--- config.mk ---
export PLATFORM = sky130hd
export DESIGN_NAME = width_fifo
export DESIGN_NICKNAME = d
export VERILOG_FILES = /design/src/hw/fifo_pkg.sv /design/src/hw/fifo_ram_if.sv /design/src/hw/fifo_ctrl.sv /design/src/hw/lane_ram.sv /design/src/hw/width_fifo.sv
export SDC_FILE = /design/constraint.sdc
export NUM_CORES = 1
export LEC_CHECK = 0
export ABC_AREA = 1
export BUFFER_PORTS_ARGS = -buffer_cell sky130_fd_sc_hd__buf_2
export CAP_MARGIN = 10
export CORE_ASPECT_RATIO = 1.1
export CORE_MARGIN = 2
export CORE_UTILIZATION = 35
export DETAILED_ROUTE_END_ITERATION = 10
export PLACE_DENSITY_LB_ADDON = 0.05
export SLEW_MARGIN = 0
export SYNTH_ARGS = -nofsm -noshare
export SYNTH_HDL_FRONTEND = slang
export SYNTH_SLANG_ARGS = --single-unit
--- constraint.sdc ---
create_clock -name clock -period 8.4 [get_ports clock]
set_clock_uncertainty 0.05 [all_clocks]
set_input_delay 1.26 -clock clock [delete_from_list [all_inputs] [get_ports clock]]
set_output_delay 1.26 -clock clock [all_outputs]
set_load 0.02 [all_outputs]
--- src/hw/fifo_pkg.sv ---
`default_nettype none

package fifo_pkg;

    // lane geometry, fixed so the union below has a known size
    localparam int LANE_WIDTH = 8;
    localparam int LANE_COUNT = 4;
    localparam int LANE_BITS  = 2;
    localparam int WIDE_WIDTH = LANE_COUNT * LANE_WIDTH;

    // one read word
    typedef logic [LANE_WIDTH-1:0] lane_t;

    // lane index within a wide word
    typedef logic [LANE_BITS-1:0] lane_idx_t;

    // one write word, seen whole or as lanes
    // lanes[LANE_COUNT-1] is the most significant lane
    typedef union packed {
        logic [WIDE_WIDTH-1:0]   flat;
        lane_t [LANE_COUNT-1:0]  lanes;
    } wide_word_t;

endpackage

`default_nettype wire

--- src/hw/fifo_ram_if.sv ---
`timescale 1ns/1ps
`default_nettype none

interface fifo_ram_if #(
    parameter int ADDR_WIDTH = 4
);

    import fifo_pkg::*;

    // write port, one whole wide word per strobe
    logic                  wr_en;
    logic [ADDR_WIDTH-1:0] wr_addr;
    wide_word_t            wr_data;

    // read port, one lane of the addressed word per strobe
    logic                  rd_en;
    logic [ADDR_WIDTH-1:0] rd_addr;
    lane_idx_t             rd_lane;

    modport ctrl (
        output wr_en, wr_addr, wr_data,
        output rd_en, rd_addr, rd_lane
    );

    modport ram (
        input wr_en, wr_addr, wr_data,
        input rd_en, rd_addr, rd_lane
    );

endinterface

`default_nettype wire

--- src/hw/fifo_ctrl.sv ---
`timescale 1ns/1ps
`default_nettype none

module fifo_ctrl #(
    parameter int WR_DEPTH = 16
) (
    input  wire                                               clock,
    input  wire                                               sys_rst,

    input  wire                                               wr_en,
    input  fifo_pkg::wide_word_t                              din,
    output logic                                              wr_ready,

    input  wire                                               rd_en,
    output logic                                              valid,

    output logic                                              full,
    output logic                                              empty,

    output logic [$clog2(WR_DEPTH):0]                         wr_data_count,
    output logic [$clog2(WR_DEPTH):0]                         wr_data_space,
    output logic [$clog2(WR_DEPTH*fifo_pkg::LANE_COUNT):0]    rd_data_count,
    output logic [$clog2(WR_DEPTH*fifo_pkg::LANE_COUNT):0]    rd_data_space,

    fifo_ram_if.ctrl                                          ram
);

    import fifo_pkg::*;

    localparam int ADDR_W    = $clog2(WR_DEPTH);
    localparam int RD_ADDR_W = ADDR_W + LANE_BITS;
    localparam int RD_DEPTH  = WR_DEPTH * LANE_COUNT;
    localparam int WR_CNT_W  = ADDR_W + 1;
    localparam int RD_CNT_W  = RD_ADDR_W + 1;

    // wide word pointer with wrap bit on top
    logic [ADDR_W:0]    wr_ptr;

    // lane pointer: wrap bit, word address, lane field
    logic [RD_ADDR_W:0] rd_ptr;

    // word part of the read pointer, address plus wrap bit
    logic [ADDR_W:0]    rd_word;

    logic               wr_accept;
    logic               rd_accept;

    assign rd_word = rd_ptr[RD_ADDR_W:LANE_BITS];

    // flags straight from the pointer registers
    assign empty = (wr_ptr == rd_word);
    assign full  = (wr_ptr[ADDR_W-1:0] == rd_word[ADDR_W-1:0]) &&
                   (wr_ptr[ADDR_W] != rd_word[ADDR_W]);

    assign wr_ready = ~full;

    // requests against the flags
    assign wr_accept = wr_en & ~full;
    assign rd_accept = rd_en & ~empty;

    always_ff @(posedge clock or negedge sys_rst) begin
        if (!sys_rst) begin
            wr_ptr <= '0;
        end else if (wr_accept) begin
            wr_ptr <= wr_ptr + 1'b1;
        end
    end

    // lane field carries into the word address after the last lane
    always_ff @(posedge clock or negedge sys_rst) begin
        if (!sys_rst) begin
            rd_ptr <= '0;
        end else if (rd_accept) begin
            rd_ptr <= rd_ptr + 1'b1;
        end
    end

    // data shows one cycle after the accepting edge
    always_ff @(posedge clock or negedge sys_rst) begin
        if (!sys_rst) begin
            valid <= 1'b0;
        end else begin
            valid <= rd_accept;
        end
    end

    // a partly read word still counts as stored
    assign wr_data_count = wr_ptr - rd_word;

    // lanes written minus lanes read, modulo the wrap range
    assign rd_data_count = {wr_ptr, {LANE_BITS{1'b0}}} - rd_ptr;

    assign wr_data_space = WR_CNT_W'(WR_DEPTH) - wr_data_count;
    assign rd_data_space = RD_CNT_W'(RD_DEPTH) - rd_data_count;

    // storage write port
    assign ram.wr_en   = wr_accept;
    assign ram.wr_addr = wr_ptr[ADDR_W-1:0];
    assign ram.wr_data = din;

    // storage read port
    assign ram.rd_en   = rd_accept;
    assign ram.rd_addr = rd_ptr[RD_ADDR_W-1:LANE_BITS];

    // top lane goes out first, then downwards
    assign ram.rd_lane = lane_idx_t'(LANE_COUNT - 1) - rd_ptr[LANE_BITS-1:0];

endmodule

`default_nettype wire

--- src/hw/lane_ram.sv ---
`timescale 1ns/1ps
`default_nettype none

module lane_ram #(
    parameter int WR_DEPTH = 16
) (
    input  wire              clock,
    input  wire              sys_rst,

    output fifo_pkg::lane_t  dout,

    fifo_ram_if.ram          ram
);

    import fifo_pkg::*;

    localparam int ADDR_W = $clog2(WR_DEPTH);

    // one entry per wide word, depth is a power of two
    wide_word_t mem [2**ADDR_W];

    // word of the current read, selected by the control side
    wide_word_t rd_word;

    always_ff @(posedge clock) begin
        if (ram.wr_en) begin
            mem[ram.wr_addr] <= ram.wr_data;
        end
    end

    assign rd_word = mem[ram.rd_addr];

    // registered lane select, holds between reads
    always_ff @(posedge clock or negedge sys_rst) begin
        if (!sys_rst) begin
            dout <= '0;
        end else if (ram.rd_en) begin
            dout <= rd_word.lanes[ram.rd_lane];
        end
    end

endmodule

`default_nettype wire

--- src/hw/width_fifo.sv ---
`timescale 1ns/1ps
`default_nettype none

module width_fifo #(
    parameter int WR_DEPTH = 16
) (
    input  wire                                               clock,
    input  wire                                               sys_rst,

    // write side, one wide word per accepted write
    input  wire                                               wr_en,
    input  fifo_pkg::wide_word_t                              din,
    output logic                                              wr_ready,

    // read side, one lane per accepted read
    input  wire                                               rd_en,
    output logic                                              valid,
    output fifo_pkg::lane_t                                   dout,

    output logic                                              full,
    output logic                                              empty,

    // counts in wide words on the write side, lanes on the read side
    output logic [$clog2(WR_DEPTH):0]                         wr_data_count,
    output logic [$clog2(WR_DEPTH):0]                         wr_data_space,
    output logic [$clog2(WR_DEPTH*fifo_pkg::LANE_COUNT):0]    rd_data_count,
    output logic [$clog2(WR_DEPTH*fifo_pkg::LANE_COUNT):0]    rd_data_space
);

    localparam int ADDR_W = $clog2(WR_DEPTH);

    fifo_ram_if #(
        .ADDR_WIDTH (ADDR_W)
    ) ram_bus ();

    fifo_ctrl #(
        .WR_DEPTH (WR_DEPTH)
    ) u_ctrl (
        .clock         (clock),
        .sys_rst       (sys_rst),
        .wr_en         (wr_en),
        .din           (din),
        .wr_ready      (wr_ready),
        .rd_en         (rd_en),
        .valid         (valid),
        .full          (full),
        .empty         (empty),
        .wr_data_count (wr_data_count),
        .wr_data_space (wr_data_space),
        .rd_data_count (rd_data_count),
        .rd_data_space (rd_data_space),
        .ram           (ram_bus.ctrl)
    );

    // storage with the output lane register
    lane_ram #(
        .WR_DEPTH (WR_DEPTH)
    ) u_ram (
        .clock   (clock),
        .sys_rst (sys_rst),
        .dout    (dout),
        .ram     (ram_bus.ram)
    );

endmodule

`default_nettype wire

==> results of run 1 <==
[per-layer routing]
layer	global-route usage [%]	part of all wire [%]	routed length [um]
met1	26.29	44	29120
met2	33.86	49	32680
met3	2.828	3.7	2433
met4	6.398	3.0	1976
met5	0	0	0
[worst reg2reg max path: cells and delay by family (launching register included)]
kind | cells | cell delay, ns
adder cells (fa/ha/maj) | 1 | 0.40
buffers and inverters | 4 | 1.13
flip-flops | 1 | 0.34
AND/OR/NAND/NOR | 6 | 1.67
[worst max-delay path by stage]
stage                                            start                         to  slack, ns  cells past startpoint
after floorplan           u_ctrl.rd_ptr[3]$_DFFE_PN0P_  u_ram.mem[0][0]$_DFFE_PP_       4.50                     11
after global placement    u_ctrl.rd_ptr[2]$_DFFE_PN0P_           rd_data_space[6]       4.45                     10
after detailed placement  u_ctrl.rd_ptr[4]$_DFFE_PN0P_  u_ram.mem[2][1]$_DFFE_PP_       4.41                     11
after CTS                 u_ctrl.rd_ptr[2]$_DFFE_PN0P_           rd_data_space[6]       3.82                     10
after global routing      u_ctrl.rd_ptr[2]$_DFFE_PN0P_           rd_data_space[6]       3.63                      9
final                     u_ctrl.rd_ptr[2]$_DFFE_PN0P_           rd_data_space[6]       3.88                     10
[logic make-up after synthesis]
logic type | Yosys count | share of synthesized area, %
flip-flops | 533 | 69.50
AND/OR/NAND/NOR | 1151 | 20.39
AO/OA/AOI/OAI | 112 | 2.478
buffers and inverters | 324 | 5.923
adder cells (fa/ha/maj) | 13 | 0.7438
XOR/XNOR | 25 | 0.9571
[cell type report]
cell class,instances,share of cell area [%]
well taps,850,4.103
multi-input cells,1301,22.13
clock buffers,73,5.981
flip-flops and latches,533,61.38
inverters,212,3.109
repair buffers,99,2.230
clock inverters,35,1.057
[power groups by stage]
| stage | clock network, mW | registers (mW) | logic (mW) |
|---|---|---|---|
| 5_1_grt | 2.65 | 3.42 | 4.25 |
| 2_1_floorplan | 0 | 3.37 | 2.57 |
| 3_5_place_dp | 0 | 3.45 | 3.90 |
| 3_3_place_gp | 0 | 3.44 | 3.92 |
| 6_report | 2.49 | 3.39 | 3.82 |
| 4_1_cts | 2.55 | 3.39 | 3.91 |
[flip-flops by register name, summed over array words and instances (netlist names)]
| register | cells |
|---|---|
| u_ctrl.rd_ptr | 7 |
| u_ctrl.valid | 1 |
| u_ctrl.wr_ptr | 5 |
| u_ram.dout | 8 |
| u_ram.mem | 512 |
[Yosys cell counts]
master,n
sky130_fd_sc_hd__nand2_1,720
sky130_fd_sc_hd__edfxtp_1,512
sky130_fd_sc_hd__nand3_1,216
sky130_fd_sc_hd__inv_1,206
sky130_fd_sc_hd__nor2_1,195
sky130_fd_sc_hd__o21ai_0,70
sky130_fd_sc_hd__buf_2,43
sky130_fd_sc_hd__clkbuf_1,37
sky130_fd_sc_hd__a21oi_1,36
sky130_fd_sc_hd__xor2_1,23
sky130_fd_sc_hd__dfrtp_1,21
sky130_fd_sc_hd__buf_1,14
sky130_fd_sc_hd__buf_4,14
sky130_fd_sc_hd__ha_1,12
sky130_fd_sc_hd__or2_2,8
sky130_fd_sc_hd__o21ai_1,5
sky130_fd_sc_hd__buf_6,4
sky130_fd_sc_hd__clkinv_1,3
sky130_fd_sc_hd__nor3_1,3
sky130_fd_sc_hd__inv_2,2
sky130_fd_sc_hd__nand4_1,2
sky130_fd_sc_hd__nor2_2,2
sky130_fd_sc_hd__xnor2_1,2
sky130_fd_sc_hd__fa_1,1
sky130_fd_sc_hd__inv_4,1
sky130_fd_sc_hd__nand2_2,1
sky130_fd_sc_hd__nand2_4,1
sky130_fd_sc_hd__nor2_4,1
sky130_fd_sc_hd__nor3_2,1
sky130_fd_sc_hd__nor4_4,1
sky130_fd_sc_hd__o21bai_2,1
[cells in the final DEF (no fill, tap or decap), drive strengths merged]
cell type	synthesis	layout
bufinv	0	4
xnor2	2	2
a21oi	36	36
nor4	1	1
o21bai	1	1
nor3	4	4
nand2	722	722
inv	209	212
nand3	216	216
o21ai	75	75
nand4	2	2
buf	75	99
clkinvlp	0	1
ha	12	12
nor2	198	198
xor2	23	23
clkinv	3	30
clkbuf	37	73
or2	8	8
dfrtp	21	21
fa	1	1
edfxtp	512	512
[per-stage QoR]
stage	total power, mW	std cells	setup WS [ns]	hold WS, ns
floorplan	5.940	2158	4.500	0.4117
global placement	7.367	2995	4.452	0.4138
detailed placement	7.346	2995	4.413	0.4101
CTS	9.857	3103	3.822	0.4340
global route	10.31	3103	3.633	0.4574
finish	9.698	3103	3.882	0.4325
==> impl_metrics.tcl, run 1 <==
set metrics [dict create \
    status "finished clean" \
    grt_max_degree 162 \
    total_switching_power_mw 4.028 \
    grt_usage_pct 19.95 \
    worst_slew_margin_rel_pct 20.69 \
    initial_core_utilization_pct 35.27 \
    fillers 6363 \
    route.detailed.drc 0 \
    wire_length_of_the_first_global_routing_pass_mm 98.84 \
    flow.area_growth_from_synthesis_pct 13.29 \
    final_cell_area_sq_um 25920 \
    post-dp-hpwl_mm 37.22 \
    chipWidth_um 247.8 \
    ys_warn_count 0 \
    drt_first_iter_violations 1014 \
    overflow 0 \
    count_of_endpoints_failing_hold_in_the_final_timing_report 0 \
    synth_top_area_cell "sky130_fd_sc_hd__edfxtp_1" \
    ir_drop_v 0.0007427 \
    die_y_um 272.1 \
    clk_pin_slew_ns 0.06 \
    internal_power_summed_over_all_cells_mw 5.669 \
    number_of_global_route_vias_before_repair 14920 \
    sequential_cell_area_sq_um 15910 \
    dieArea_sq_um 67430 \
    clockPowerShare_pct 25.6 \
    synthTopCellsByArea "sky130_fd_sc_hd__edfxtp_1 (67%), sky130_fd_sc_hd__nand2_1 (12%), sky130_fd_sc_hd__nand3_1 (4.7%)" \
    placement.io_buffers 71 \
    drive_gt1_share_pct 9.543 \
    startpoint_type "register" \
    detail-route-antenna-nets 0 \
    total_neg_setup_slack_ns 0 \
    cpLargestDelayFamily "flip-flops" \
    synth.ff_latch_count 533 \
    worst_ep_required_time_ns 7.09 \
    crit_arrival_ns 3.21 \
    number_of_antenna_violations_at_the_first_check_in_global_routing 0 \
    floorplan.rows 98 \
    r2r_cells 11 \
    critical_path.slowest_cell "sky130_fd_sc_hd__dfrtp_4" \
    cp_common_cell "sky130_fd_sc_hd__nand2_1" \
    critPathBufInv 2 \
    share_comb_of_total_power_pct 39.4 \
    timing.reg2reg.setup_slack_ns 4.47 \
    post_synth_instance_area_sq_um 22880 \
    final.period_utilization_pct 53.79 \
    power_density_nw_per_um2 374.2 \
    clock_tree.htree_level_count 2 \
    postCtsResizedCells 0 \
    seq_power_share_pct 35.0 \
    hold_crit_class "reg -> reg" \
    io_pins 72 \
    drv_slew 0 \
    postSynthAreaPerCell_sq_um 10.60 \
    crit_fanout 98 \
    clock_insertion_delay_worst_skew_ns 0.64 \
    cts-buffers-inserted 59 \
    sort_of_element_at_the_end_of_the_critical_path "output pin" \
    critical-path-max-stage-delay_ns 0.63 \
    gp_congestion 0.7983 \
    unrepaired_setup_endpoints_after_global_routing "false" \
    switching_share_pct 41.54 \
    dr.pass1.iters 5 \
    fmaxAchievable_ghz 0.2213 \
    yosysSeqAreaShare_pct 69.50 \
    viasPerCell 4.793 \
    floorplan.core_area_sq_um 64860 \
    crit_type "reg -> out" \
    holdPathStages 1 \
    cts_post_setup_buffers_inserted 0 \
    final-setup-viol-count 0 \
    diodes 0 \
    rr_endpoint "u_ram.mem[2][0]$_DFFE_PP_" \
    cellLeakagePower_nw 10.39 \
    placedInstanceArea_sq_um 24090 \
    finalCriticalPeriod_ns 4.518 \
    clock-sinks 533 \
    worst_slew_pin_slew_ns 1.187 \
    netlist.area_leader.share_pct 67.21 \
    hold_path_startpoint "u_ctrl.rd_ptr[6]$_DFFE_PN0P_" \
    cp_cell_sequence "inv_8 > ha_1 > o21bai_2 > xor2_1 > nand3_1 > nor2_1 > nand2_1 > nand2_1 > nand2_1 > buf_2" \
    drt-wirelength-per-cell_um 21.34 \
    syn-num-nets 2207 \
    min_delay_worst_endpoint "u_ctrl.rd_ptr[6]$_DFFE_PN0P_" \
    worst_r2r_startpoint "u_ctrl.rd_ptr[4]$_DFFE_PN0P_" \
    clock_tree.buffer_depth 3 \
    multi_input_area_sq_um 5737 \
    tritoncts "done" \
    dr_total_vias 14870 \
    postRouteWirelength_mm 66.21 \
    fin_util_pct 39.96 \
    layout.nets 2255 \
    ctsHoldBuffers 0 \
    clock-root-buffer "sky130_fd_sc_hd__clkbuf_16" \
    syn_inst 2158 \
    yosysUniqueCellTypes 31 \
    max_cap_violations 0 \
]
No activity file was read; power rests on OpenSTA's default activity.
==> run 2: changes to the inputs <==
==> constraint.sdc (replaced) <==
create_clock -name clock -period 4 [get_ports clock]
set_clock_uncertainty 0.05 [all_clocks]
set_input_delay 0.6 -clock clock [delete_from_list [all_inputs] [get_ports clock]]
set_output_delay 0.6 -clock clock [all_outputs]
set_load 0.02 [all_outputs]
==> impl_metrics.tcl, run 2 (synthesis gave the netlist of run 1 again) <==
set metrics [dict create \
    max_cap_violations 0 \
    fillers 6282 \
    drv_slew 0 \
    dr_total_vias 14730 \
    flow.area_growth_from_synthesis_pct 14.01 \
    count_of_endpoints_failing_hold_in_the_final_timing_report 0 \
    finalCriticalPeriod_ns 3.695 \
    total_power_mw 20.19 \
    total_neg_setup_slack_ns 0 \
    cp_common_cell "sky130_fd_sc_hd__xor2_1" \
    crit_fanout 12 \
    layout.nets 2271 \
    final-setup-viol-count 0 \
    layout_commonest_cell "sky130_fd_sc_hd__nand2_1" \
    clock_tree.htree_level_count 2 \
    number_of_antenna_violations_at_the_first_check_in_global_routing 0 \
    status "finished clean" \
    placedInstanceArea_sq_um 24330 \
    final.period_utilization_pct 92.38 \
    ir_drop_v 0.0008602 \
    largest_register_ffs 512 \
    sort_of_element_at_the_end_of_the_critical_path "output pin" \
    fmaxAchievable_ghz 0.2706 \
    cpLargestDelayFamily "flip-flops" \
    dp_worst_setup_slack_ns 0.7949 \
    largestRegisters "u_ram.mem: 512 flops, u_ram.dout: 8 flops, u_ctrl.rd_ptr: 7 flops" \
    dr.pass1.iters 5 \
    gp_congestion 0.7763 \
    clock-sinks 533 \
    die_y_um 272.1 \
    critical-path-max-stage-delay_ns 0.80 \
    floorplan.core_area_sq_um 64860 \
    viasPerCell 4.723 \
    crit_arrival_ns 3.05 \
    postCtsResizedCells 0 \
    drt-wirelength-per-cell_um 20.76 \
    final_cell_area_sq_um 26080 \
    grt_max_degree 157 \
    detail-route-antenna-nets 0 \
    initial_core_utilization_pct 35.27 \
    ctsHoldBuffers 1 \
    crit_type "reg -> out" \
    placement.io_buffers 71 \
    drive_gt1_share_pct 9.965 \
    overflow 0 \
    startpoint_type "register" \
    clock_insertion_delay_worst_skew_ns 0.61 \
    worst_slew_pin_slew_ns 0.9566 \
    hold_crit_class "in -> reg" \
    chipWidth_um 247.8 \
    unrepaired_setup_endpoints_after_global_routing "false" \
    cts_post_setup_buffers_inserted 0 \
    dieArea_sq_um 67430 \
    layout.cells.most_common_list "sky130_fd_sc_hd__nand2_1 (719), sky130_fd_sc_hd__edfxtp_1 (512), sky130_fd_sc_hd__nand3_1 (216)" \
    clock-root-buffer "sky130_fd_sc_hd__clkbuf_16" \
    drt_first_iter_violations 1294 \
    power_density_nw_per_um2 774.1 \
    critical_path.slowest_cell "sky130_fd_sc_hd__dfrtp_1" \
    grt_usage_pct 19.49 \
    register_with_the_highest_flop_count "u_ram.mem" \
    worst_slack_ns 0.3046 \
    cts-buffers-inserted 59 \
    wire_length_of_the_first_global_routing_pass_mm 96.14 \
    fin_util_pct 40.21 \
    io_pins 72 \
    cp_cell_sequence "inv_2 > ha_1 > xor2_1 > nor3_1 > nand2_1 > nor2_1 > xor2_1 > buf_2" \
    route.detailed.drc 0 \
    cellLeakagePower_nw 10.46 \
    postRouteWirelength_mm 64.74 \
    number_of_global_route_vias_before_repair 14330 \
    clock_tree.buffer_depth 3 \
    critPathBufInv 2 \
    post-dp-hpwl_mm 35.65 \
    tritoncts "done" \
    worst_slew_margin_rel_pct 36.23 \
    worst_ep_required_time_ns 3.35 \
    floorplan.rows 98 \
    clk_pin_slew_ns 0.06 \
]
==> run 2: cell count changes in the layout (fill, tap and decap cells not counted) <==
| cell | delta |
|---|---|
| sky130_fd_sc_hd__clkbuf_1 | +5 |
| sky130_fd_sc_hd__inv_6 | +1 |
| sky130_fd_sc_hd__bufinv_16 | -2 |
| sky130_fd_sc_hd__clkbuf_16 | -1 |
| sky130_fd_sc_hd__dlygate4sd3_1 | +1 |
| sky130_fd_sc_hd__clkinv_1 | -2 |
| sky130_fd_sc_hd__diode_2 | +1 |
| sky130_fd_sc_hd__clkinv_8 | -1 |
| sky130_fd_sc_hd__buf_12 | +10 |
| sky130_fd_sc_hd__buf_4 | +5 |
| sky130_fd_sc_hd__clkinv_2 | -1 |
==> run 2: report_power, final <==
group	internal, mW	switching (mW)
clock	2.82	2.18
sequential	6.77	0.249
combinational	2.25	5.91
total	11.8	8.35
==> run 2: layer usage <==
metal  part of all wire (%)  wire, um  vias up  global-route usage, %
met5                      0         0        -                      0
met4                    2.1      1389        0                  4.712
li1                       -         -     7219                      -
met2                     48     31310      245                  32.53
met3                    4.0      2614       83                  2.719
met1                     45     29420     7185                  26.84
==> run 2: area by class of cell <==
class | count | area [sq um] | area share (%)
diodes | 1 | 2.502 | 0.009595
clock buffers | 77 | 1544 | 5.920
clock inverters | 30 | 193.9 | 0.7436
inverters | 212 | 805.8 | 3.089
multi-input cells | 1301 | 5737 | 22.00
flip-flops and latches | 533 | 15910 | 61.00
well taps | 850 | 1064 | 4.078
repair buffers | 115 | 825.8 | 3.166
==> run 2: final timing paths <==
check,startpoint,endpoint,slack (ns),cells after the start
min in group asynchronous,sys_rst,u_ctrl.rd_ptr[3]$_DFFE_PN0P_,0.47,2
worst min register to register,u_ram.dout[0]$_DFFE_PN0P_,u_ram.dout[0]$_DFFE_PN0P_,0.43,2
worst max-delay path,u_ctrl.rd_ptr[1]$_DFFE_PN0P_,rd_data_space[5],0.30,8
worst min-delay path,din[23],u_ram.mem[7][23]$_DFFE_PP_,0.32,1
worst max register to register,u_ctrl.wr_ptr[0]$_DFFE_PN0P_,u_ram.mem[0][15]$_DFFE_PP_,0.77,10
max in group asynchronous,sys_rst,u_ctrl.rd_ptr[2]$_DFFE_PN0P_,2.99,2
==> run 2: metrics by stage <==
step / cells / hold slack, ns
floorplan: 2158 / 0.2544
global placement: 3010 / 0.4097
detailed placement: 3010 / 0.4196
CTS: 3118 / 0.2920
global route: 3118 / 0.3073
finish: 3119 / 0.3226
